===== src/ingress_config.svh =====
/* Ingress aggregator configuration
   Port counts, converged bus width, FIFO depth and counter width */

`ifndef INGRESS_CONFIG_SVH
`define INGRESS_CONFIG_SVH

// Physical port groups
`define ING_NUM_8B_PORTS    2
`define ING_NUM_32B_PORTS   2

// 8-bit ports take indices 0 and 1, 32-bit ports follow
`define ING_NUM_PORTS       4

// Converged bus word in bytes
`define ING_BUS_BYTES       8

// Words per port buffer
`define ING_FIFO_DEPTH      64

// Statistics counter width
`define ING_CNT_WIDTH       16

`endif


===== src/ingress_pkg.sv =====
/* Ingress aggregator shared types
   Converged bus word with byte and lane views, keep mask, port index, counter */

`include "ingress_config.svh"

package ingress_pkg;

    // One converged word, filled bytewise by 8-bit ports or lanewise by 32-bit ports
    typedef union packed {
        logic [`ING_BUS_BYTES-1:0][7:0]    bytes;
        logic [`ING_BUS_BYTES/4-1:0][31:0] lanes;
    } bus_word_u;

    // Byte valid mask of a converged word
    typedef logic [`ING_BUS_BYTES-1:0] keep_t;

    // Source port tag carried with every output word
    typedef logic [$clog2(`ING_NUM_PORTS)-1:0] port_idx_t;

    // Statistics counter
    typedef logic [`ING_CNT_WIDTH-1:0] cnt_t;

endpackage


===== src/frame_fifo.sv =====
/* Frame FIFO
   Per-port word buffer that releases only complete frames and drops a frame on overflow */

`timescale 1ns/1ps

`include "ingress_config.svh"

module frame_fifo
    import ingress_pkg::*;
(
    input  logic      clk_ifc,
    input  logic      rst_n,
    input  logic      wr_valid,
    input  bus_word_u wr_word,
    input  keep_t     wr_keep,
    input  logic      wr_last,
    input  logic      rd_en,
    output logic      frame_ready,
    output bus_word_u rd_word,
    output keep_t     rd_keep,
    output logic      rd_last,
    output logic      overflow
);

    localparam int DEPTH = `ING_FIFO_DEPTH;
    localparam int AW    = $clog2(DEPTH);

    bus_word_u        mem_word [DEPTH];
    keep_t            mem_keep [DEPTH];
    logic [DEPTH-1:0] mem_last;

    // Pointers carry one extra bit to tell full from empty
    logic [AW:0] rd_ptr;
    logic [AW:0] wr_commit;
    logic [AW:0] wr_spec;
    logic [AW:0] frame_count;
    logic        discarding;
    logic        full;
    logic        wr_ok;
    logic        commit;
    logic        release_frame;

    assign full          = (wr_spec - rd_ptr) == (AW + 1)'(DEPTH);
    assign wr_ok         = wr_valid && !discarding && !full;
    assign commit        = wr_ok && wr_last;
    assign release_frame = rd_en && rd_last;

    assign frame_ready = frame_count != '0;
    assign rd_word     = mem_word[rd_ptr[AW-1:0]];
    assign rd_keep     = mem_keep[rd_ptr[AW-1:0]];
    assign rd_last     = mem_last[rd_ptr[AW-1:0]];

    always_ff @(posedge clk_ifc) begin
        if (!rst_n) begin
            rd_ptr      <= '0;
            wr_commit   <= '0;
            wr_spec     <= '0;
            frame_count <= '0;
            discarding  <= 1'b0;
            overflow    <= 1'b0;
        end else begin
            overflow <= 1'b0;
            if (rd_en) rd_ptr <= rd_ptr + 1'b1;
            if (wr_valid && discarding) begin
                if (wr_last) discarding <= 1'b0;
            end else if (wr_valid && full) begin
                // Rewind the partial frame and skip the rest of it
                wr_spec    <= wr_commit;
                discarding <= !wr_last;
                overflow   <= 1'b1;
            end else if (wr_ok) begin
                wr_spec <= wr_spec + 1'b1;
                if (wr_last) wr_commit <= wr_spec + 1'b1;
            end
            case ({commit, release_frame})
                2'b10:   frame_count <= frame_count + 1'b1;
                2'b01:   frame_count <= frame_count - 1'b1;
                default: frame_count <= frame_count;
            endcase
        end
    end

    always_ff @(posedge clk_ifc) begin
        if (wr_ok) begin
            mem_word[wr_spec[AW-1:0]] <= wr_word;
            mem_keep[wr_spec[AW-1:0]] <= wr_keep;
            mem_last[wr_spec[AW-1:0]] <= wr_last;
        end
    end

endmodule


===== config.mk =====
export PLATFORM = sky130hd
export DESIGN_NAME = frame_fifo
export DESIGN_NICKNAME = d
export VERILOG_FILES = /design/src/ingress_pkg.sv /design/src/frame_fifo.sv
export VERILOG_INCLUDE_DIRS = /design/src /design/src/src
export SDC_FILE = /design/constraint.sdc
export NUM_CORES = 2
export LEC_CHECK = 0
export ABC_AREA = 1
export BUFFER_PORTS_ARGS = -buffer_cell sky130_fd_sc_hd__buf_2
export CAP_MARGIN = 20
export CORE_ASPECT_RATIO = 1.5
export CORE_MARGIN = 2
export CORE_UTILIZATION = 40
export DETAILED_ROUTE_END_ITERATION = 7
export PLACE_DENSITY = 0.6
export RECOVER_POWER = 50
export SLEW_MARGIN = 10
export SYNTH_ARGS = -nofsm -noshare
export SYNTH_HDL_FRONTEND = slang
export SYNTH_MEMORY_MAX_BITS = 65536
export SYNTH_SLANG_ARGS = --single-unit
export TNS_END_PERCENT = 50

===== constraint.sdc =====
create_clock -name clk_ifc -period 11.43 [get_ports clk_ifc]
set_input_delay 0.5715 -clock clk_ifc [delete_from_list [all_inputs] [get_ports clk_ifc]]
set_output_delay 0.5715 -clock clk_ifc [all_outputs]
set_load 0.005 [all_outputs]

==> metrics.cfg <==
[logic_synthesis]
synthCells = 14416
ys_warn_count = 0
synth-seq-cells = 4708
synthesis.area_um2 = 185000
avgSynthCellArea_um2 = 12.8
synth_nets = 14508
ys_seq_area_frac = 0.762
ys_types = 33

[placement]
port_buffers = 151
place_hpwl_mm = 300
routabilityCongestion = 0.853
dp_slack_ns = 4.88
placed_area_um2 = 192000

[power]
p_leak_uw = 0.0665
powerDensity_nw_per_um2 = 180
ir_drop_v = 0.000153

[clock_tree]
cts_sinks = 4708
path_clk_slew_ns = 0.06
cts-root-buf = clkbuf_16
h-tree-depth = 5
ctsResizeCount = 0
cts_tree = done
cts_buffers = 425
cts_max_path_buffers = 4
clock_latency_ns = 1.02

[drt]
vias = 123049
drc_errors = 0
wl_mm = 591
via_per_inst = 5.91
ant_nets = 0
drtPass1Iterations = 5
wl_per_cell_um = 28.4
drt_iter0_drc = 15121

[timing]
final_hold_viol_count = 0
fin_crit_sh = 0.655
max_slew_margin = -1.44
setup_viol = 0
fmax_mhz = 134
rsz0062_at_grt = no
drv_slew = 4434
setup-tns-final_ns = 0
skew_ns = 0.121
fin_crit_ns = 7.49
worst_slack_ns = 3.94
holdWs_ns = 0.130
tightest_slew_ns = 3.66

[grt]
grt_pass1_vias = 116335
grt_pass1_wl_mm = 836
overflow = 0
antenna_found_initial = 48
grt.total_usage = 0.244
grt_max_degree = 223

[floorplan]
initial_core_util = 0.402
io-pin-count = 152
dieArea_um2 = 468000
die_width_um = 559
coreArea_um2 = 460000
rows = 305
die_h_um = 837

[critical_path]
arrival_ns = 6.91
critPathLaunchType = flip-flop
path_cells = buf_4, buf_4, buf_12, buf_4, o21ai_0, o22ai_1, nand2_1, nand3_1, nand3_1, nand2_1, nand2_1, nand2_1, buf_2
critPathTopFamily = buffers and inverters
slowest_stage = buf_4
cp_common_cell = nand2_1
cp.required_ns = 10.86
critPathKind = flip-flop to output pin
slowest_delay_ns = 0.90
worst-path-buf-inv = 5
end_kind = output pin
crit_path_max_fanout = 200

[cells_and_area]
synthToLayoutAreaGrowth_pct = 11.2
final_common_cell = edfxtp_1
final_cell_mix = edfxtp_1, nor2_1, o21ai_0
final_cell_area_um2 = 206000
finish.utilization = 0.447
final_nets = 14393
final_layout_size_suffix_gt1_frac = 0.0687

[job]
max_cap_violations = 76

[run_status]
failed_checks = max-capacitance violations, max-slew violations
status = complete, but fails checks

[min_path]
min_path_type = primary input to flip-flop

-- cells in the mapped netlist, drive strengths merged --
master	number	area share
o211ai	8	0.00032
a21oi	108	0.0029
o21bai	2	0.000081
ha	14	0.00095
fa	1	0.00011
edfxtp	4672	0.76
xnor2	2	0.000095
nand4	5	0.00017
or2	1	0.000034
xor2	7	0.00033
nand2	1689	0.034
a31oi	1	0.000034
nand3	1037	0.028
a21o	2	0.000081
nor4	2	0.000068
a21boi	1	0.000041
nor3	16	0.00043
dfxtp	36	0.0039
clkinv	4	0.000088
nor2	2292	0.047
buf	285	0.0075
clkbuf	734	0.015
inv	137	0.0028
o21ai	2278	0.062
o21a	1	0.000041
o22ai	1081	0.037
-- state kept, by name, summed over array words and instances, names as in the netlist, named ones only --
signal	flops
overflow	1
wr_spec	7
frame_count	7
mem_word	4096
mem_keep	512
rd_ptr	7
mem_last	64
discarding	1
wr_commit	7
-- worst reg2reg max path, delay by kind of cell (launching register included) --
kind / cells / cell delay [ns]
buffers and inverters: 3 / 1.90
flip-flops: 1 / 0.94
adder cells (fa/ha/maj): 1 / 0.44
AND/OR/NAND/NOR: 9 / 3.03
-- final timing paths --
kind,startpoint,endpoint,slack [ns],depth (start not counted)
hold / removal,wr_word[56],mem_word[49][56],0.13,1
hold reg to reg,wr_commit[3],wr_commit[3],0.47,2
setup reg to reg,rd_ptr[1],mem_word[44][31],4.59,13
setup / recovery,flip-flop,rd_word[28],3.94,13
-- repair_timing --
item,in CTS,in global routing
hold endpoints to repair,18,187
hold buffers,5,20
setup buffers,0,0
-- cell families (layout without fill, tap and decap cells) --
| group | count (synthesis) | in the layout | share of synthesized area |
|---|---|---|---|
| xor+xnor | 9 | 9 | 0.000426 |
| compound gates | 3482 | 3482 | 0.102 |
| fa+ha+maj | 15 | 15 | 0.00105 |
| flops | 4708 | 4708 | 0.762 |
| buf+inv | 1160 | 1382 | 0.0252 |
| other cells | 0 | 36 | 0 |
| simple gates | 5042 | 5042 | 0.110 |
-- per-stage QoR --
stage | cells | power, uW
after floorplan | 14416 | 21800
after global placement | 19958 | 23300
after detailed placement | 19962 | 23300
after CTS | 20731 | 37100
after global routing | 20793 | 38100
final | 20814 | 37000
-- where the power goes --
group	switching, uW	total, uW	internal (uW)	leakage, uW
sequential	105	19500	19400	0.0423
clock	6380	14000	7630	0.00648
combinational	2660	3500	839	0.0177
total	9150	37000	27900	0.0665
-- final cells by class --
| class | instances | area (um^2) |
|---|---|---|
| fill | 41214 | 254000 |
| timing repair buffer | 477 | 3300 |
| inverter | 141 | 581 |
| antenna | 36 | 90.1 |
| tap | 6140 | 7680 |
| clock inverter | 256 | 2230 |
| multi-input combinational | 8548 | 39800 |
| sequential | 4708 | 141000 |
| clock buffer | 508 | 11000 |
-- metal layers --
layer  GRT usage  share of wire  vias up
met5           0        0.00026        -
met4       0.111          0.050       26
met3      0.0355          0.086     1235
met2       0.415           0.49     6109
met1       0.308           0.38    62881
li1            -              -    52798
Power figures use the tool's default switching activity.
