[config.mk]
export PLATFORM = sky130hd
export DESIGN_NAME = lane_packer
export DESIGN_NICKNAME = d
export VERILOG_FILES = /design/src/ingress_pkg.sv /design/src/lane_packer.sv
export VERILOG_INCLUDE_DIRS = /design/src /design/src/src
export SDC_FILE = /design/constraint.sdc
export NUM_CORES = 1
export LEC_CHECK = 0
export BUFFER_PORTS_ARGS = -buffer_cell sky130_fd_sc_hd__buf_2
export CAP_MARGIN = 20
export CORE_MARGIN = 8
export CORE_UTILIZATION = 37
export CTS_CLUSTER_DIAMETER = 30
export DETAILED_ROUTE_END_ITERATION = 6
export GPL_TIMING_DRIVEN = 0
export PLACE_DENSITY = 0.64
export RECOVER_POWER = 50
export SYNTH_ARGS = -nofsm -noshare
export SYNTH_HDL_FRONTEND = slang
export SYNTH_SLANG_ARGS = --single-unit
[constraint.sdc]
create_clock -name clk_ifc -period 2.9 [get_ports clk_ifc]
set_input_delay 0.145 -clock clk_ifc [delete_from_list [all_inputs] [get_ports clk_ifc]]
set_output_delay 0.145 -clock clk_ifc [all_outputs]
set_load 0.1 [all_outputs]
[src/ingress_config.svh]
/* Ingress aggregator configuration
   Port counts, converged bus width, FIFO depth and counter width */

`ifndef INGRESS_CONFIG_SVH
`define INGRESS_CONFIG_SVH

// Physical port groups
`define ING_NUM_8B_PORTS    2
`define ING_NUM_32B_PORTS   2

// 8-bit ports take indices 0 and 1, 32-bit ports follow
`define ING_NUM_PORTS       4

// Converged bus word in bytes
`define ING_BUS_BYTES       8

// Words per port buffer
`define ING_FIFO_DEPTH      64

// Statistics counter width
`define ING_CNT_WIDTH       16

`endif

[src/ingress_pkg.sv]
/* Ingress aggregator shared types
   Converged bus word with byte and lane views, keep mask, port index, counter */

`include "ingress_config.svh"

package ingress_pkg;

    // One converged word, filled bytewise by 8-bit ports or lanewise by 32-bit ports
    typedef union packed {
        logic [`ING_BUS_BYTES-1:0][7:0]    bytes;
        logic [`ING_BUS_BYTES/4-1:0][31:0] lanes;
    } bus_word_u;

    // Byte valid mask of a converged word
    typedef logic [`ING_BUS_BYTES-1:0] keep_t;

    // Source port tag carried with every output word
    typedef logic [$clog2(`ING_NUM_PORTS)-1:0] port_idx_t;

    // Statistics counter
    typedef logic [`ING_CNT_WIDTH-1:0] cnt_t;

endpackage

[src/lane_packer.sv]
/* Lane packer
   Packs narrow port beats into converged words and drops disabled frames */

`timescale 1ns/1ps

module lane_packer
    import ingress_pkg::*;
#(
    parameter int IN_BYTES = 1
) (
    input  logic                  clk_ifc,
    input  logic                  rst_n,
    input  logic                  enable,
    input  logic                  in_valid,
    input  logic [IN_BYTES*8-1:0] in_data,
    input  logic                  in_last,
    output logic                  word_valid,
    output bus_word_u             word,
    output keep_t                 word_keep,
    output logic                  word_last
);

    localparam int SLOTS = $bits(keep_t) / IN_BYTES;
    localparam int POS_W = $clog2(SLOTS);

    logic             in_frame;
    logic             skip;
    logic [POS_W-1:0] pos;
    bus_word_u        acc_word;
    keep_t            acc_keep;
    bus_word_u        fill_word;
    keep_t            fill_keep;
    logic             accept;

    // Enable only matters on the first beat, later beats follow that decision
    assign accept    = in_valid && (in_frame ? !skip : enable);
    assign fill_keep = acc_keep | (keep_t'({IN_BYTES{1'b1}}) << (pos * IN_BYTES));

    generate
        if (IN_BYTES == 1) begin : g_bytes
            always_comb begin
                fill_word = acc_word;
                fill_word.bytes[pos] = in_data;
            end
        end else begin : g_lanes
            always_comb begin
                fill_word = acc_word;
                fill_word.lanes[pos] = in_data;
            end
        end
    endgenerate

    always_ff @(posedge clk_ifc) begin
        if (!rst_n) begin
            in_frame   <= 1'b0;
            skip       <= 1'b0;
            pos        <= '0;
            acc_keep   <= '0;
            word_valid <= 1'b0;
        end else begin
            word_valid <= 1'b0;
            if (in_valid) begin
                in_frame <= !in_last;
                if (!in_frame) skip <= !enable;
            end
            if (accept) begin
                if (in_last || pos == POS_W'(SLOTS - 1)) begin
                    // Word full or frame ends here
                    word_valid <= 1'b1;
                    pos        <= '0;
                    acc_keep   <= '0;
                end else begin
                    pos      <= pos + 1'b1;
                    acc_keep <= fill_keep;
                end
            end
        end
    end

    always_ff @(posedge clk_ifc) begin
        if (accept) begin
            acc_word  <= fill_word;
            word      <= fill_word;
            word_keep <= fill_keep;
            word_last <= in_last;
        end
    end

endmodule

==> metrics.txt, run 1 <==
status finished, final reports clean; total gr overflow 0; RR Startpoint in_frame$_SDFFE_PN0P_; initial antenna violation count 0; Root Driver clkbuf_8; Power Density 633.8 nW/um^2; clock latency on the worst-skew pair 350 ps; Critical Path RT 2950 ps; Leak Pwr 1.388 nW; vias 1702; # fillers 744; top-count cell post-synth edfxtp_1; final critical-path required period 2021 ps; Net Count, Synth 182; Placed Instances 362; min-delay src in_valid; DR iter-0 viols 70; mapped cell area 3014 um^2; fin cells 377; Clock transition at path regs 80 ps; EDFF count, synth 73; mux share of post-synthesis cell area 2.989%; Final Net Count 287; hold path cells 2; Final HPWL DP 4.743 mm; Inserted Diodes 0; Yosys cell types 25; fin crit share 69.70%; vias per inst 4.515; kind of critical path register to register; Wirelength per Cell 16.85 um; Final ANT Viol Nets 0; worst vdd ir 0.0002203 V; core area 8051 um^2; setup repair after global routing missed its margin false; cell internal pwr 1.808 mW; Post-Synthesis Cells 163; Pre-antenna DRT Iters 4; post-synthesis compound-gate area fraction 3.321%; pin count of the biggest net entering global routing 16; sw power 0.5944 mW; HP Class input pin to register; final instance area 3790 um^2; IO Count 87; Post-Synth XOR/XNOR Area 0%; share of cells above drive strength 1 25.00%; clk_skew 5.868 ps; worst path arrival time 2070 ps; count of final setup violators 0; Rel. slew slack 20.84%; largest family of logic cells by synthesized area simple AND/OR/NAND/NOR gates; Starting Density 37.44%; MaxCap Viol Count 0; R2R cell count 5; setup bufs post-CTS 0; Hold Crit Endpoint in_frame$_SDFFE_PN0P_; Detailed Route WL 6.352 mm; hold buffers post-CTS 0; Seq pwr share 57.5%; hold_ws 75.83 ps; all-layer global routing usage 11.22%; simple-gate area share of the yosys netlist 7.638%; I/O Buffers 86; commonest cells in the netlist 73 x edfxtp_1, 18 x nand2_1, 14 x dfxtp_1; switching part of the total 24.75%; top area cells in the synthesized netlist edfxtp_1 73%, dfxtp_1 9.3%, mux2i_1 3.0%; Core Util, Final 47.07%; number of synthesis warnings 0; row count 33; dominant cell type by area after synthesis edfxtp_1; CTS max path bufs 2; Vert. Die Dim 106.3 um; TritonCTS clock tree yes; Slew Viols, Final 0; Gate power share 8.1%; adder-cell share of the synthesized area 2.491%; Crit Path Max Fanout 10; detailed-route DRC error count 0; vias in the first global route 1724; FMAX 494.7 MHz; Area Growth Syn to Fin 25.74%; gp weighted congestion 0.7008; Yosys reg bits 87; H-tree Lvls 3; asr flop ratio synth 0%; chip width 106.3 um; Final Hold Fails 0; global-route wire length before repair 9.563 mm; reg-to-reg endpoint acc_word[56]$_DFFE_PP_; Mapped Avg Cell Area 18.49 um^2; Post-CTS Resized 0; CTS Buf Count 9; Startpoint Class register; placed cell areas 3671 um^2; top-area cell type share of the netlist area 72.73%; Clock Power Share 34.3%; Slew @ Worst Pin 1192 ps; FF-to-FF setup slack 880 ps; die footprint 11290 um^2; most common flop cell mapped by yosys edfxtp_1; Pwr Total 2.402 mW; CTS sink count 87; CP Capture Type register; post-synthesis sequential area ratio 82.03%
flip-flops by register name, summed over array words and instances, names as in the netlist:
signal / cells
acc_keep: 8
acc_word: 64
in_frame: 1
pos: 3
skip: 1
word_keep: 8
word_last: 1
word_valid: 1
logic make-up after synthesis:
family | Yosys count
multiplexers | 9
adder cells (fa/ha/maj) | 6
AO/OA/AOI/OAI | 12
buffers and inverters | 8
flip-flops | 87
AND/OR/NAND/NOR | 41
critical path: stages (launching register included):
cell and delay [ps]:
dfxtp_1 340, nand2b_4 150, a21bo_4 220, buf_6 140, nor3_1 560, buf_2 310
power by group through the flow:
stage / Clock [mW] / Sequential [mW] / Combinational [mW]
2_1_floorplan: 0 / 1.52 / 0.0435
3_3_place_gp: 0 / 1.41 / 0.197
3_5_place_dp: 0 / 1.41 / 0.202
4_1_cts: 0.845 / 1.38 / 0.203
5_1_grt: 0.886 / 1.38 / 0.206
6_report: 0.824 / 1.38 / 0.195
routing by layer:
metal	vias to the layer above	routed length, um	global-route usage, %
li1	815	-	-
met1	802	2930	13.73
met2	77	2724	16.71
met3	8	602	4.356
met4	0	94	6.231
met5	-	0	0
stage by stage:
| stage | TNS [ps] | setup WS (ps) |
|---|---|---|
| global route | 0 | 682.2 |
| global placement | -477.8 | -50.55 |
| floorplan | 0 | 886.9 |
| detailed placement | 0 | 847.0 |
| finish | 0 | 878.8 |
| CTS | 0 | 828.3 |
how the worst max path moves through the flow:
stage                               start  depth (start not counted)                endpoint
detailed placement  in_frame$_SDFFE_PN0P_                          5  acc_word[59]$_DFFE_PP_
global placement    in_frame$_SDFFE_PN0P_                          4  acc_word[16]$_DFFE_PP_
finish              in_frame$_SDFFE_PN0P_                          5  acc_word[56]$_DFFE_PP_
floorplan           in_frame$_SDFFE_PN0P_                          4   acc_word[0]$_DFFE_PP_
CTS                 in_frame$_SDFFE_PN0P_                          5  acc_word[60]$_DFFE_PP_
global route        in_frame$_SDFFE_PN0P_                          5  acc_word[29]$_DFFE_PP_
layout make-up:
type	count	area, um^2	area share (%)
plain buffers	4	31.28	0.8254
multi-input cells	68	533.0	14.06
well taps	105	131.4	3.466
clock inverters	6	70.07	1.849
clock buffers	9	123.9	3.268
flip-flops and latches	87	2472	65.24
repair buffers	94	412.9	10.89
inverters	4	15.01	0.3962
layout by cell type, fill, tap and decap left out, drive strengths merged, types with 2 or more instances in the layout:
| master | count |
|---|---|
| a21o | 3 |
| buf | 37 |
| clkbuf | 70 |
| clkinvlp | 3 |
| dfxtp | 14 |
| edfxtp | 73 |
| ha | 6 |
| inv | 6 |
| mux2i | 9 |
| nand2 | 18 |
| nand2b | 3 |
| nor2b | 3 |
| nor3 | 2 |
| nor3b | 2 |
| nor4 | 6 |
| o211a | 3 |
| o21ai | 3 |
| or2 | 5 |
Note: power is estimated with default switching activity, not from simulation.
==> run 2, diff against run 1 <==
Clock period 2.9 ns to 2.1 ns, I/O delays scaled along.
==> run 2 against run 1 <==
Against the previous run: clock skew is essentially flat; global-route usage is essentially flat; cell count is 0.53% higher; combinational power grew 41%; core utilization rose by 0.37 points; first-iteration DRC count increased by 5.7%; sequential share of layout area shrank 0.51 points; clock power rose by 37%; critical path depth is the same; critical endpoint unchanged; flip-flop and latch count unchanged; die area is the same; setup slack lost 800 ps.
==> metrics.txt, run 2 (synthesis gave the netlist of run 1 again) <==
status finished, final reports clean (unchanged); reg-to-reg endpoint acc_word[56]$_DFFE_PP_ (unchanged); Root Driver clkbuf_8 (unchanged); vias in the first global route 1735 (was 1724); Final ANT Viol Nets 0 (unchanged); TritonCTS clock tree yes (unchanged); placed cell areas 3671 um^2 (unchanged); I/O Buffers 86 (unchanged); Crit Path Max Fanout 10 (unchanged); H-tree Lvls 3 (unchanged); max reg flops 64 (unchanged); Startpoint Class register (unchanged); detailed-route DRC error count 0 (unchanged); Final HPWL DP 4.743 mm (unchanged); Power Density 868.4 nW/um^2 (was 633.8 nW/um^2); CTS Buf Count 9 (unchanged); CP peak stage delay 560 ps (about the same); Inserted Diodes 0 (unchanged); fin crit share 96.18% (was 69.70%); vias 1714 (was 1702); FF-to-FF setup slack 80 ps (was 880 ps); Final Hold Fails 0 (unchanged); most common cell after layout, fill and taps aside edfxtp_1 (unchanged); worst path arrival time 2070 ps (about the same); Critical-path top delay cell nor3_1 (unchanged); setup repair after global routing missed its margin true (was false); kind of critical path register to register (unchanged); FMAX 495.1 MHz (was 494.7 MHz); clk_skew 5.556 ps (was 5.868 ps); Worst setup endpoint acc_word[56]$_DFFE_PP_ (unchanged); setup bufs post-CTS 0 (unchanged); Final Net Count 289 (was 287); final critical-path required period 2020 ps (was 2021 ps); initial antenna violation count 0 (unchanged); chip width 106.3 um (unchanged); Pre-antenna DRT Iters 4 (unchanged); CTS max path bufs 2 (unchanged); share of cells above drive strength 1 27.74% (was 25.00%); Clock transition at path regs 80 ps (about the same); Starting Density 37.44% (unchanged); DR iter-0 viols 74 (was 70); Slew Viols, Final 0 (unchanged); clock latency on the worst-skew pair 350 ps (about the same); R2R cell count 5 (unchanged); Vert. Die Dim 106.3 um (unchanged); IO Count 87 (unchanged); global-route wire length before repair 9.577 mm (was 9.563 mm); Biggest register acc_word (unchanged); Regs by FF count acc_word x64, acc_keep x8, word_keep x8 (unchanged); CTS sink count 87 (unchanged); Crit. Startpoint in_frame$_SDFFE_PN0P_ (unchanged); row count 33 (unchanged); vias per inst 4.522 (was 4.515); count of final setup violators 0 (unchanged); fin cells 379 (was 377); core area 8051 um^2 (unchanged); Placed Instances 362 (unchanged); Post-CTS Resized 0 (unchanged); hold_ws 37.41 ps (was 75.83 ps); Detailed Route WL 6.368 mm (was 6.352 mm); Leak Pwr 1.419 nW (was 1.388 nW); worst vdd ir 0.0003042 V (was 0.0002203 V); final instance area 3820 um^2 (was 3790 um^2); Wirelength per Cell 16.80 um (was 16.85 um); MaxCap Viol Count 0 (unchanged); hold path cells 2 (unchanged); Rel. slew slack 20.84% (about the same); all-layer global routing usage 11.24% (was 11.22%); Area Growth Syn to Fin 26.73% (was 25.74%); pin count of the biggest net entering global routing 16 (unchanged); Slew @ Worst Pin 1192 ps (about the same); worst path cell trace nand2b_4, a21bo_4, buf_6, nor3_1, buf_2 (unchanged); total gr overflow 0 (unchanged); CP Capture Type register (unchanged); die footprint 11290 um^2 (unchanged); HP Class input pin to register (unchanged); Critical Path RT 2150 ps (was 2950 ps); most frequent cells in the layout 73 x edfxtp_1, 53 x clkbuf_1, 36 x buf_2, 18 x nand2_1, 14 x dfxtp_1 (was 73 x edfxtp_1, 61 x clkbuf_1, 28 x buf_2, 18 x nand2_1, 14 x dfxtp_1); RR Startpoint in_frame$_SDFFE_PN0P_ (unchanged); gp weighted congestion 0.7008 (unchanged)
## run 2: cell types whose count changed in the layout (fill, tap and decap cells not counted), sizes merged
cell         before  now
buf              37   45
clkbuf           70   62
dlygate4sd3       0    2
## run 2: power by group
group / leakage, nW / internal [mW] / switching (mW)
sequential: 0.777 / 1.90 / 0.0123
combinational: 0.553 / 0.0521 / 0.222
clock: 0.0883 / 0.551 / 0.584
## run 2: per-layer routing
metal	wire length (um)	vias up	share of wire, %	track usage (%)
met5	0	-	0	0
met4	94	0	1.5	6.231
met3	610	8	9.6	4.356
met2	2725	77	43	16.76
met1	2937	809	46	13.73
li1	-	820	-	-
## run 2: cell type report
type / count / area, um^2
fill: 736 / 4232
clock inverter: 6 / 70.07
tap: 105 / 131.4
multi-input combinational: 68 / 533.0
buffer: 4 / 31.28
inverter: 4 / 15.01
clock buffer: 9 / 123.9
sequential: 87 / 2472
timing repair buffer: 96 / 442.9
## run 2: how the worst min path moves through the flow
stage	endpoint	from
6_report	in_frame$_SDFFE_PN0P_	in_valid
3_5_place_dp	acc_word[35]$_DFFE_PP_	in_data[3]
3_3_place_gp	acc_word[43]$_DFFE_PP_	in_data[3]
4_1_cts	acc_word[39]$_DFFE_PP_	in_data[7]
2_1_floorplan	acc_word[0]$_DFFE_PP_	in_data[0]
5_1_grt	in_frame$_SDFFE_PN0P_	in_valid
## run 2: per-stage QoR
stage          setup slack (ps)  total power [mW]  util, %  setup TNS (ps)
6_report                  80.23             3.317    47.44               0
5_1_grt                  -117.8             3.425    47.44           -1021
4_1_cts                   28.34             3.359    48.25               0
3_5_place_dp              47.02             2.227    45.59               0
3_3_place_gp             -850.5             2.220    44.41          -36410
2_1_floorplan             86.90             2.154        -               0
## run 2: worst max-delay path, delay by kind of cell, from the launching register on
family,cells,cell delay [ps]
AND/OR/NAND/NOR,2,710
buffers and inverters,2,450
flip-flops,1,340
AO/OA/AOI/OAI,1,220
## run 2: repair_timing
| action | in CTS | in global routing |
|---|---|---|
| hold buffers | 2 | 0 |
| setup endpoints to repair | 0 | 11 |
| hold endpoints to repair | 8 | 0 |
