$ cat src/ingress_config.svh
/* Ingress aggregator configuration
   Port counts, converged bus width, FIFO depth and counter width */

`ifndef INGRESS_CONFIG_SVH
`define INGRESS_CONFIG_SVH

// Physical port groups
`define ING_NUM_8B_PORTS    2
`define ING_NUM_32B_PORTS   2

// 8-bit ports take indices 0 and 1, 32-bit ports follow
`define ING_NUM_PORTS       4

// Converged bus word in bytes
`define ING_BUS_BYTES       8

// Words per port buffer
`define ING_FIFO_DEPTH      64

// Statistics counter width
`define ING_CNT_WIDTH       16

`endif

$ cat src/ingress_pkg.sv
/* Ingress aggregator shared types
   Converged bus word with byte and lane views, keep mask, port index, counter */

`include "ingress_config.svh"

package ingress_pkg;

    // One converged word, filled bytewise by 8-bit ports or lanewise by 32-bit ports
    typedef union packed {
        logic [`ING_BUS_BYTES-1:0][7:0]    bytes;
        logic [`ING_BUS_BYTES/4-1:0][31:0] lanes;
    } bus_word_u;

    // Byte valid mask of a converged word
    typedef logic [`ING_BUS_BYTES-1:0] keep_t;

    // Source port tag carried with every output word
    typedef logic [$clog2(`ING_NUM_PORTS)-1:0] port_idx_t;

    // Statistics counter
    typedef logic [`ING_CNT_WIDTH-1:0] cnt_t;

endpackage

$ cat src/port_stats.sv
/* Port statistics
   Saturating accepted-frame and dropped-frame counters per port with clear */

`timescale 1ns/1ps

`include "ingress_config.svh"

module port_stats
    import ingress_pkg::*;
(
    input  logic                      clk_ifc,
    input  logic                      rst_n,
    input  logic [`ING_NUM_PORTS-1:0] frame_seen,
    input  logic [`ING_NUM_PORTS-1:0] drop_seen,
    input  logic [`ING_NUM_PORTS-1:0] cnts_clear,
    output cnt_t                      frame_cnt [`ING_NUM_PORTS],
    output cnt_t                      drop_cnt  [`ING_NUM_PORTS]
);

    // Hold at all ones
    function automatic cnt_t sat_inc(input cnt_t c);
        return (c == '1) ? c : c + 1'b1;
    endfunction

    always_ff @(posedge clk_ifc) begin
        if (!rst_n) begin
            for (int p = 0; p < `ING_NUM_PORTS; p++) begin
                frame_cnt[p] <= '0;
                drop_cnt[p]  <= '0;
            end
        end else begin
            for (int p = 0; p < `ING_NUM_PORTS; p++) begin
                // Clear beats a same-cycle event
                if (cnts_clear[p]) begin
                    frame_cnt[p] <= '0;
                    drop_cnt[p]  <= '0;
                end else begin
                    if (frame_seen[p]) frame_cnt[p] <= sat_inc(frame_cnt[p]);
                    if (drop_seen[p]) drop_cnt[p] <= sat_inc(drop_cnt[p]);
                end
            end
        end
    end

endmodule

$ cat config.mk
export PLATFORM = sky130hd
export DESIGN_NAME = port_stats
export DESIGN_NICKNAME = d
export VERILOG_FILES = /design/src/ingress_pkg.sv /design/src/port_stats.sv
export VERILOG_INCLUDE_DIRS = /design/src /design/src/src
export SDC_FILE = /design/constraint.sdc
export NUM_CORES = 1
export LEC_CHECK = 0
export ABC_AREA = 1
export BUFFER_PORTS_ARGS = -buffer_cell sky130_fd_sc_hd__buf_2
export CORE_ASPECT_RATIO = 0.9
export CORE_MARGIN = 2
export CORE_UTILIZATION = 56
export DETAILED_ROUTE_END_ITERATION = 8
export HOLD_SLACK_MARGIN = 0.06
export PLACE_DENSITY = 0.85
export SYNTH_ARGS = -nofsm -noshare
export SYNTH_HDL_FRONTEND = slang
export SYNTH_SLANG_ARGS = --single-unit
$ cat constraint.sdc
create_clock -name clk_ifc -period 2.22 [get_ports clk_ifc]
set_clock_uncertainty 0.15 [all_clocks]
set_input_delay 0.666 -clock clk_ifc [delete_from_list [all_inputs] [get_ports clk_ifc]]
set_output_delay 0.666 -clock clk_ifc [all_outputs]
set_load 0.01 [all_outputs]
==> out/results.ini, run 1 <==
[floorplanning]
rows=39
start_util_pct=57.91
die_area_sq_um=14210
ios=142
die_w_microns=125.4
coreArea_sq_um=12830
die_y_microns=113.3

[logic_synthesis]
synth_seq_area_share_pct=34.48
synth_nets=1250
synthesis.instances=1228
synth_enable_flop_cells=0
yosysWarnings=0
ys_ff_latch=128
syn-cell-area_sq_um=7432
syn_area_per_cell_sq_um=6.052
synth_cell_types=33
synth_top_flop_cell=dfxtp_1
ys_async_sr_fraction_pct=0

[routing]
wl_met1_mm=8.201
wl_met3_mm=1.241
dr.pass1.iters=7
drt_iter0_markers=536
drt_wl_total_mm=17.80
post_drt_wl_per_cell_microns=11.48
ant_nets=0
avgViaCountPerCell=5.203
route.met2.wl_mm=8.039
top_layer=met4
num_vias=8064
drc=0

[sta]
slew_headroom_pct=68.00
setup_tns_ns=0
finalCritPeriodShare_pct=85.59
setup_viol_count_final=0
setup_ws_ns=0.3198
hold_viol_final=0
fmax_ghz=0.5263
drv_slew=0
rsz0062_at_grt=no
worst_pin_slew_ns=0.4794
fin_crit_ns=1.900

[clock_network]
clkSinkCount=128
cts_buffers=17
clkTransAtPathRegs_ns=0.05
cts_hold_repair.buffers=0
cts_setup_buffers=0
h-tree-depth=4
ctsResizeCount=0
clk_path_buf_depth=2
cts_root_buf=clkbuf_16
clk_latency_ns=0.43
cts_tree=done

[finish]
stdcell_count=1550
antennaDiodeCount=0
drive_above_1_share_pct=16.31
area_growth_pct=19.92
regArea_sq_um=2562
multi_input_area_sq_um=4259
fillers=1136
layout.nets=1396
finish.utilization_pct=69.45

[worst_setup_path]
required_ns=2.39
critPathMaxFanout=12
arrival_ns=2.07
critPathKind=flip-flop to flip-flop
cp-start-kind=flip-flop
endpoint_kind=flip-flop

[power]
p_leak_nw=4.049
ir_drop_mv=0.5621
power_density_nw_per_um2=603.6
p_total_w=0.005379

[hold_path]
hp-class=flip-flop to flip-flop

[global_route]
grt-ovfl-total=0
track_usage_pct=25.23
grt_max_degree=33
antenna_found_initial=0
grt_pass1_vias=6919
grt_pass1_wl_mm=30.39

[placed_design]
dp.cells=1519
port_buffers=141
place_congestion=0.9151
dpl_worst_slack_ns=0.3466
dpl.hpwl_mm=12.87

[flow_run]
drv_cap=0

[run_status]
outcome=finished clean

-- layout by cell type, fill, tap and decap left out, types with 4 or more instances in the layout --
| cell | netlist | final |
|---|---|---|
| and2_1 | 4 | 4 |
| buf_4 | 0 | 4 |
| clkbuf_16 | 0 | 17 |
| nor3_1 | 12 | 12 |
| ha_1 | 8 | 8 |
| a21oi_1 | 84 | 84 |
| nand2_1 | 314 | 314 |
| dfxtp_1 | 128 | 128 |
| o21ai_0 | 14 | 14 |
| nor2_4 | 8 | 8 |
| nor2_2 | 11 | 15 |
| inv_1 | 121 | 121 |
| nand3_1 | 133 | 133 |
| clkinvlp_4 | 0 | 4 |
| buf_2 | 7 | 141 |
| nor2_1 | 308 | 304 |
| nand4_1 | 22 | 22 |
| nand2_2 | 8 | 8 |
| inv_2 | 7 | 7 |
-- critical path, cell delays in order (launching register included) --
cell and delay, ns:
dfxtp_1 0.38, ha_1 0.21, nand3_1 0.14, nor2_1 0.26, nand2_1 0.29, nand2_1 0.18
inv_1 0.06, nor2_1 0.09, nor2_1 0.04
-- cells by family after synthesis --
family	after synthesis	synth area share, %
XOR/XNOR	2	0.2357
buffers and inverters	150	8.350
flip-flops	128	34.48
AND/OR/NAND/NOR	836	48.43
adder cells (fa/ha/maj)	8	1.347
AO/OA/AOI/OAI	104	7.155
-- state kept, by name, summed over array words and instances (netlist names) --
name,flops
drop_cnt,64
frame_cnt,64
-- stage by stage --
stage / hold slack, ns / area, sq um
CTS: 0.3714 / 8912
floorplan: 0.3770 / 7432
global placement: 0.3542 / 8307
finish: 0.3691 / 8912
detailed placement: 0.3649 / 8307
global route: 0.3984 / 8912
-- power breakdown --
| group | internal [W] | switching [W] | total, W |
|---|---|---|---|
| logic | 0.0000766 | 0.000125 | 0.000202 |
| clock network | 0.00184 | 0.00101 | 0.00285 |
| registers | 0.00231 | 0.0000181 | 0.00233 |
| total | 0.00423 | 0.00115 | 0.00538 |
-- final timing paths --
check / end / slack, ns / start / cells after the start
worst min-delay path: drop_cnt[47] / 0.37 / drop_cnt[47] / 2
worst max-delay path: frame_cnt[32] / 0.32 / frame_cnt[32] / 8
worst max register to register: frame_cnt[32] / 0.32 / frame_cnt[32] / 8
worst min register to register: drop_cnt[47] / 0.37 / drop_cnt[47] / 2
-- layout make-up --
type / instances / share of cell area (%)
multi-input combinational: 950 / 47.79
sequential: 128 / 28.75
timing repair buffer: 148 / 8.929
inverter: 129 / 5.433
clock buffer: 21 / 5.279
tap: 164 / 2.302
clock inverter: 10 / 1.516
-- synthesized netlist by cell type, types with 2 or more instances --
master / number / area, sq um
nand4_1: 22 / 137.6
nand2_1: 314 / 1179
inv_2: 7 / 26.28
nor2_1: 308 / 1156
buf_2: 7 / 35.03
a21oi_1: 84 / 420.4
nand2_2: 8 / 50.05
nand3_4: 3 / 52.55
nand3b_1: 3 / 22.52
o21ai_0: 14 / 70.07
ha_1: 8 / 100.1
nor3_1: 12 / 60.06
and2_1: 4 / 25.02
xor2_1: 2 / 17.52
and3_1: 3 / 18.77
nand3_1: 133 / 665.6
dfxtp_1: 128 / 2562
nor2_2: 11 / 68.82
nor2_4: 8 / 90.09
buf_6: 6 / 67.56
clkbuf_1: 6 / 22.52
inv_1: 121 / 454.2
a31oi_1: 2 / 12.51
nand4_2: 2 / 25.02
a21boi_0: 2 / 15.01
nand3_2: 3 / 30.03
-- routing by layer --
| layer | GRT usage, % | up-vias |
|---|---|---|
| met2 | 40.72 | 292 |
| met1 | 32.89 | 3529 |
| li1 | - | 4211 |
| met4 | 10.44 | 0 |
| met3 | 5.485 | 32 |
| met5 | 0 | - |
Power figures use the tool's default switching activity.
==> run 2, diff against run 1 <==
CORE_UTILIZATION = 51   (was 56)
HOLD_SLACK_MARGIN = not set   (was 0.06)
PLACE_DENSITY = 0.81   (was 0.85)
RECOVER_POWER = 25   (was not set)
clock period = 1.5 ns   (was 2.22 ns; I/O delays follow)
==> out/results.ini, run 2 <==
[floorplanning]
die_y_microns=118.5  ; was 113.3 microns
rows=41  ; was 39
start_util_pct=52.68  ; was 57.91%
ios=142  ; unchanged
die_w_microns=131.2  ; was 125.4 microns

[logic_synthesis]
synth_top_flop_cell=dfxtp_1  ; unchanged
synth_seq_area_share_pct=34.48  ; unchanged
syn_area_per_cell_sq_um=6.052  ; unchanged
synthesis.instances=1228  ; unchanged
synth_top_area_share_pct=34.48  ; unchanged
synth_nets=1250  ; unchanged
synth_cell_types=33  ; unchanged
yosysWarnings=0  ; unchanged
synthMostInstantiatedCell=nand2_1  ; unchanged
syn-cell-area_sq_um=7432  ; unchanged
synthTopCellsByCount=314 x nand2_1, 308 x nor2_1, 133 x nand3_1, 128 x dfxtp_1, 121 x inv_1  ; unchanged
synthTopCellsByArea=dfxtp_1 34%, nand2_1 16%, nor2_1 16%  ; unchanged
yosys.area.top_type=dfxtp_1  ; unchanged
ys_ff_latch=128  ; unchanged
synth_enable_flop_cells=0  ; unchanged
ys_async_sr_fraction_pct=0  ; unchanged

[clock_network]
clkSinkCount=128  ; unchanged
clk_path_buf_depth=2  ; unchanged
cts_buffers=17  ; unchanged
cts_root_buf=clkbuf_16  ; unchanged
h-tree-depth=4  ; unchanged

[sta]
worst_endpoint=drop_cnt[11]$_SDFFE_PP0P_/D
worst-ep-kind=sequential cell input

[global_route]
grt_max_degree=29

[run_status]
haltStage=global routing
tool.error=[ERROR DPL-0038] Utilization greater than 100%, impossible to legalize
outcome=aborted with a tool error  ; was finished clean

[placed_design]
place_congestion=0.9043  ; was 0.9151
port_buffers=141  ; unchanged
dpl.hpwl_mm=15.55  ; was 12.87 mm

## run 2: cell counts after synthesis
Identical to the previous run, type by type.
## run 2: kinds of logic after synthesis
logic type	Yosys count	synth area share, %
flops	128	34.48
buf+inv	150	8.350
compound gates	104	7.155
xor+xnor	2	0.2357
fa+ha+maj	8	1.347
simple gates	836	48.43
## run 2: through the flow
step           std cells  utilization (%)  setup slack, ns  hold slack, ns  cell area, sq um
2_1_floorplan       1228                -         -0.03222          0.3536              7507
3_3_place_gp        1715            68.60         -0.03197          0.3644              9678
4_1_cts             1883            93.96          -0.1196          0.1938             13260
3_5_place_dp        1715            68.60         -0.07528          0.3763              9678
## run 2: timing repair
action | CTS
buffers inserted | 149
resized for setup | 503
hold buffers | 0
endpoints found under the hold margin | 0
pin swaps | 46
gates cloned | 8
endpoints found under the setup margin | 204
==> run 3, diff against run 2 <==
CORE_ASPECT_RATIO = not set   (was 0.9)
CORE_UTILIZATION = 40   (was 51)
PLACE_DENSITY = not set   (was 0.81)
PLACE_DENSITY_LB_ADDON = 0.15   (was not set)
clock period = 2 ns   (was 1.5 ns; I/O delays follow)
==> out/results.ini, run 3 (synthesized netlist as in run 1, its figures left out) <==
[clock_network]
cts_tree=done
h-tree-depth=4  ; unchanged
cts_hold_repair.buffers=0  ; unchanged
ctsResizeCount=0  ; was 503
clkTransAtPathRegs_ns=0.06
cts_setup_buffers=0  ; was 149
clkSinkCount=128  ; unchanged
clk_path_buf_depth=2  ; unchanged
cts_buffers=17  ; unchanged
cts_root_buf=clkbuf_16  ; unchanged
clk_latency_ns=0.41

[worst_setup_path]
reg2reg_depth=7
r2r-start=frame_cnt[32]
r2r_slack_ns=0.22
slowest_delay_ns=0.36
crit_path_top_delay_cell=dfxtp_1
cp-start-kind=flip-flop
endpoint_kind=primary output
path_cells=buf_4 -> buf_2
crit_buf_inv=2
arrival_ns=1.04
critPathKind=flip-flop to primary output
critPathMaxFanout=4
required_ns=1.25
r2r-end=frame_cnt[35]
cp_top_family=flip-flops

[sta]
fmax_ghz=0.5586
setup_viol_count_final=0
worst_pin_slew_ns=0.4024
setup_tns_ns=0
setup_ws_ns=0.2097
rsz0062_at_grt=no
fin_crit_ns=1.790
drv_slew=0
hold_viol_final=0
finalCritPeriodShare_pct=89.52
slew_headroom_pct=72.96

[routing]
avgViaCountPerCell=4.788
post_drt_wl_per_cell_microns=11.45
num_vias=7790
drt_wl_total_mm=18.63
ant_nets=0
drt_iter0_markers=276
drc=0
dr.pass1.iters=4

[hold_path]
hp-start=drop_cnt[46]
hold_depth=2
hp-class=flip-flop to flip-flop
hold_path_end=drop_cnt[46]

[flow_run]
drv_cap=0

[floorplanning]
start_util_pct=41.09  ; was 52.68%
coreArea_sq_um=18090
die_area_sq_um=19690
die_y_microns=140.3  ; was 118.5 microns
die_w_microns=140.3  ; was 131.2 microns
ios=142  ; unchanged
rows=49  ; was 41

[global_route]
grt_pass1_wl_mm=30.56
grt_max_degree=33
grt_pass1_vias=6661
grt-ovfl-total=0
antenna_found_initial=0
track_usage_pct=18.51

[power]
switching_share_pct=21.13
p_int_w=0.004793
ir_drop_mv=0.5635
clock_power_share_pct=53.9
p_seq_share_pct=42.5
power_density_nw_per_um2=674.6
combinationalPowerShare_pct=3.6
p_total_w=0.006077
power_switching_w=0.001284
p_leak_nw=4.022

[finish]
final_common_cell=nand2_1
antennaDiodeCount=0
layout_common_cells=316 x nand2_1, 306 x nor2_1, 133 x nand3_1
drive_above_1_share_pct=15.02
postLayoutCellArea_sq_um=9007
top_regs=drop_cnt x64, frame_cnt x64
area_growth_pct=21.20
layout.nets=1407

[placed_design]
placed_area_sq_um=8446  ; was 9678 sq um
dpl.hpwl_mm=13.80  ; was 15.55 mm
place_congestion=0.8878  ; was 0.9043
port_buffers=141  ; unchanged
dpl_worst_slack_ns=0.1781  ; was -0.07528 ns

[run_status]
outcome=finished clean  ; was aborted with a tool error

==> run 3: power groups by stage <==
| stage | sequential (W) | clock, W | combinational (W) |
|---|---|---|---|
| after global placement | 0.00264 | 0 | 0.000217 |
| after floorplan | 0.00264 | 0 | 0.000130 |
| final | 0.00259 | 0.00328 | 0.000217 |
| after global routing | 0.00259 | 0.00349 | 0.000247 |
| after CTS | 0.00258 | 0.00338 | 0.000220 |
| after detailed placement | 0.00264 | 0 | 0.000219 |
==> run 3: worst max path at each step <==
stage | startpoint | end | slack [ns] | depth (start not counted)
4_1_cts | frame_cnt[10] | frame_cnt[10] | 0.16 | 1
3_5_place_dp | drop_seen[3] | drop_cnt[13] | 0.18 | 8
6_report | frame_cnt[43] | frame_cnt[43] | 0.21 | 2
2_1_floorplan | drop_cnt[32] | drop_cnt[34] | 0.35 | 8
3_3_place_gp | frame_cnt[32] | frame_cnt[38] | 0.19 | 7
5_1_grt | frame_cnt[48] | frame_cnt[58] | 0.02 | 8
==> run 3: tightest hold or removal path, cell delays in order, from the launching register on <==
cell and delay, ns:
dfxtp_1 0.33, nor2_1 0.10, nor2_1 0.05
==> run 3: routing by layer <==
metal  track usage, %  share of wire [%]  vias to the layer above
met3            3.658                4.3                       13
met4            6.114               0.84                        0
met5                0                  0                        -
li1                 -                  -                     4229
met1            24.58                 50                     3403
met2            30.24                 45                      145
==> run 3: cell type report <==
class,instances,area (sq um)
Clock buffer,22,464.2
Sequential cell,128,2562
Fill cell,1888,9079
Clock inverter,10,158.9
Multi-Input combinational cell,950,4224
Tap cell,229,286.5
Timing Repair Buffer,159,827.0
Inverter,129,484.2
==> run 3: metrics by stage <==
step                cells  hold slack, ns  util, %
floorplan            1228          0.3770        -
global placement     1595          0.3597    46.70
detailed placement   1595          0.3553    46.70
CTS                  1627          0.3640    50.14
global route         1627          0.3982    49.80
finish               1627          0.3654    49.80
==> run 4, diff against run 3 <==
GPL_TIMING_DRIVEN = 0   (was not set)
SLEW_MARGIN = 30   (was not set)
==> out/results.ini, run 4 (synthesized netlist as in run 1, its figures left out) <==
[run_status]
outcome=finished clean  ; unchanged

[sta]
finalCritPeriodShare_pct=92.72  ; was 89.52%
worst_pin_slew_ns=0.5741  ; was 0.4024 ns
fin_crit_ns=1.854  ; was 1.790 ns
rsz0062_at_grt=no  ; unchanged
drv_slew=0  ; unchanged
setup_tns_ns=0  ; unchanged
hold_viol_final=0  ; unchanged
slew_headroom_pct=61.73  ; was 72.96%
setup_ws_ns=0.1456  ; was 0.2097 ns
setup_viol_count_final=0  ; unchanged
fmax_ghz=0.5393  ; was 0.5586 GHz

[finish]
layout.nets=1410  ; was 1407
final_common_cell=nand2_1  ; unchanged
stdcell_count=1629  ; was 1627
postLayoutCellArea_sq_um=8964  ; was 9007 sq um
area_growth_pct=20.61  ; was 21.20%
fillers=1890  ; was 1888
layout_common_cells=316 x nand2_1, 309 x nor2_1, 133 x nand3_1  ; was 316 x nand2_1, 306 x nor2_1, 133 x nand3_1
multi_input_area_sq_um=4242  ; was 4224 sq um
antennaDiodeCount=0  ; unchanged
regArea_sq_um=2562  ; unchanged
top_regs=drop_cnt x64, frame_cnt x64  ; unchanged
drive_above_1_share_pct=13.64  ; was 15.02%

[worst_setup_path]
r2r_slack_ns=0.15  ; was 0.22 ns
endpoint_kind=flip-flop  ; was primary output
critPathMaxFanout=10  ; was 4
r2r-start=frame_cnt[16]  ; was frame_cnt[32]
cp_top_family=simple AND/OR/NAND/NOR gates  ; was flip-flops
crit_buf_inv=1  ; was 2
cpMostUsedCell=nor2_1
crit_end=frame_cnt[22]  ; was frame_cnt[43]
critPathKind=flip-flop to flip-flop  ; was flip-flop to primary output
slowest_delay_ns=0.43  ; was 0.36 ns
r2r-end=frame_cnt[22]  ; was frame_cnt[35]
arrival_ns=2.00  ; was 1.04 ns
crit_path_top_delay_cell=dfxtp_1  ; unchanged
path_cells=ha_1 -> nand2_2 -> nor2_1 -> nand3_4 -> clkbuf_2 -> a21oi_1 -> nor2_1  ; was buf_4 -> buf_2
required_ns=2.15  ; was 1.25 ns
reg2reg_depth=7  ; unchanged
critPathLaunch=frame_cnt[16]  ; was frame_cnt[43]
cp-start-kind=flip-flop  ; unchanged
cp.depth=7  ; was 2

[global_route]
grt_pass1_vias=6831  ; was 6661
grt_pass1_wl_mm=31.92  ; was 30.56 mm
grt-ovfl-total=0  ; unchanged
antenna_found_initial=0  ; unchanged
track_usage_pct=19.33  ; was 18.51%
grt_max_degree=17  ; was 33

[clock_network]
clk_path_buf_depth=2  ; unchanged
clkSinkCount=128  ; unchanged
clkTransAtPathRegs_ns=0.06  ; about the same
cts_tree=done  ; unchanged
clk_latency_ns=0.41  ; about the same
cts_root_buf=clkbuf_16  ; unchanged
cts_hold_repair.buffers=0  ; unchanged
ctsResizeCount=0  ; unchanged
cts_setup_buffers=0  ; unchanged
cts_buffers=17  ; unchanged
h-tree-depth=4  ; unchanged

[floorplanning]
coreArea_sq_um=18090  ; unchanged
die_y_microns=140.3  ; unchanged
die_w_microns=140.3  ; unchanged
rows=49  ; unchanged
ios=142  ; unchanged
die_area_sq_um=19690  ; unchanged
start_util_pct=41.09  ; unchanged

[power]
p_leak_nw=3.952  ; was 4.022 nW
power_density_nw_per_um2=660.7  ; was 674.6 nW/um^2
ir_drop_mv=0.5730  ; was 0.5635 mV

[routing]
wl_met1_mm=9.354  ; was 9.231 mm
drt_wl_total_mm=19.06  ; was 18.63 mm
num_vias=7963  ; was 7790
route.met2.wl_mm=8.648  ; was 8.447 mm
drc=0  ; unchanged
post_drt_wl_per_cell_microns=11.70  ; was 11.45 microns
ant_nets=0  ; unchanged
dr.pass1.iters=5  ; was 4
drt_iter0_markers=305  ; was 276
top_layer=met4  ; unchanged
wl_met3_microns=872  ; was 795 microns
avgViaCountPerCell=4.888  ; was 4.788

[placed_design]
placed_area_sq_um=8424  ; was 8446 sq um
dpl_worst_slack_ns=-0.1565  ; was 0.1781 ns
port_buffers=141  ; unchanged
place_congestion=0.8674  ; was 0.8878
dpl.hpwl_mm=14.39  ; was 13.80 mm
dp.cells=1598  ; was 1595

[flow_run]
drv_cap=0  ; unchanged

[hold_path]
hp-start=cnts_clear[1]  ; was drop_cnt[46]
hp-class=input port to flip-flop  ; was flip-flop to flip-flop

-- run 4: cell count changes in the layout (fill, tap and decap cells not counted), sizes merged --
cell      previous run  this run
buf                138       122
bufinv               4         3
clkbuf              43        65
clkinv               5         4
clkinvlp             2         0
-- run 4: how the worst min path moves through the flow --
stage / endpoint / slack, ns / depth (start not counted)
after floorplan: frame_cnt[12] / 0.38 / 2
after global placement: drop_cnt[46] / 0.36 / 2
after detailed placement: drop_cnt[46] / 0.36 / 2
after CTS: drop_cnt[44] / 0.34 / 4
after global routing: drop_cnt[3] / 0.38 / 4
final: drop_cnt[44] / 0.36 / 4
-- run 4: final cells by class --
cell class                 count  area share, %
inverter                     129          5.402
buffer                        21          1.438
clock buffer                  25          5.416
tap                          229          3.197
sequential                   128          28.59
timing repair buffer         141          7.468
multi-input combinational    950          47.32
clock inverter                 6          1.173
-- run 4: power breakdown --
part	leakage [nW]	internal (W)	total [W]	switching, W
sequential	1.03	0.00257	0.00259	0.0000212
combinational	2.63	0.0000729	0.000214	0.000141
clock	0.291	0.00205	0.00312	0.00107
total	3.95	0.00469	0.00592	0.00123
-- run 4: metrics by stage --
stage,util [%],hold slack (ns),total power [W]
floorplan,-,0.3770,0.002775
global placement,46.58,0.3595,0.002855
detailed placement,46.58,0.3638,0.002859
CTS,49.84,0.3359,0.006013
global route,49.56,0.3828,0.006150
finish,49.56,0.3591,0.005922
-- run 4: worst register-to-register path: stages (launching register included) --
cell      delay (ns)
dfxtp_1         0.43
ha_1            0.24
nand2_2         0.06
nor2_1          0.22
nand3_4         0.17
clkbuf_2        0.24
a21oi_1         0.19
nor2_1          0.06
-- run 4: layer usage --
| metal | track usage, % | vias to the layer above |
|---|---|---|
| met2 | 31.48 | 143 |
| met3 | 4.581 | 12 |
| met1 | 25.73 | 3566 |
| met5 | 0 | - |
| li1 | - | 4242 |
| met4 | 5.316 | 0 |
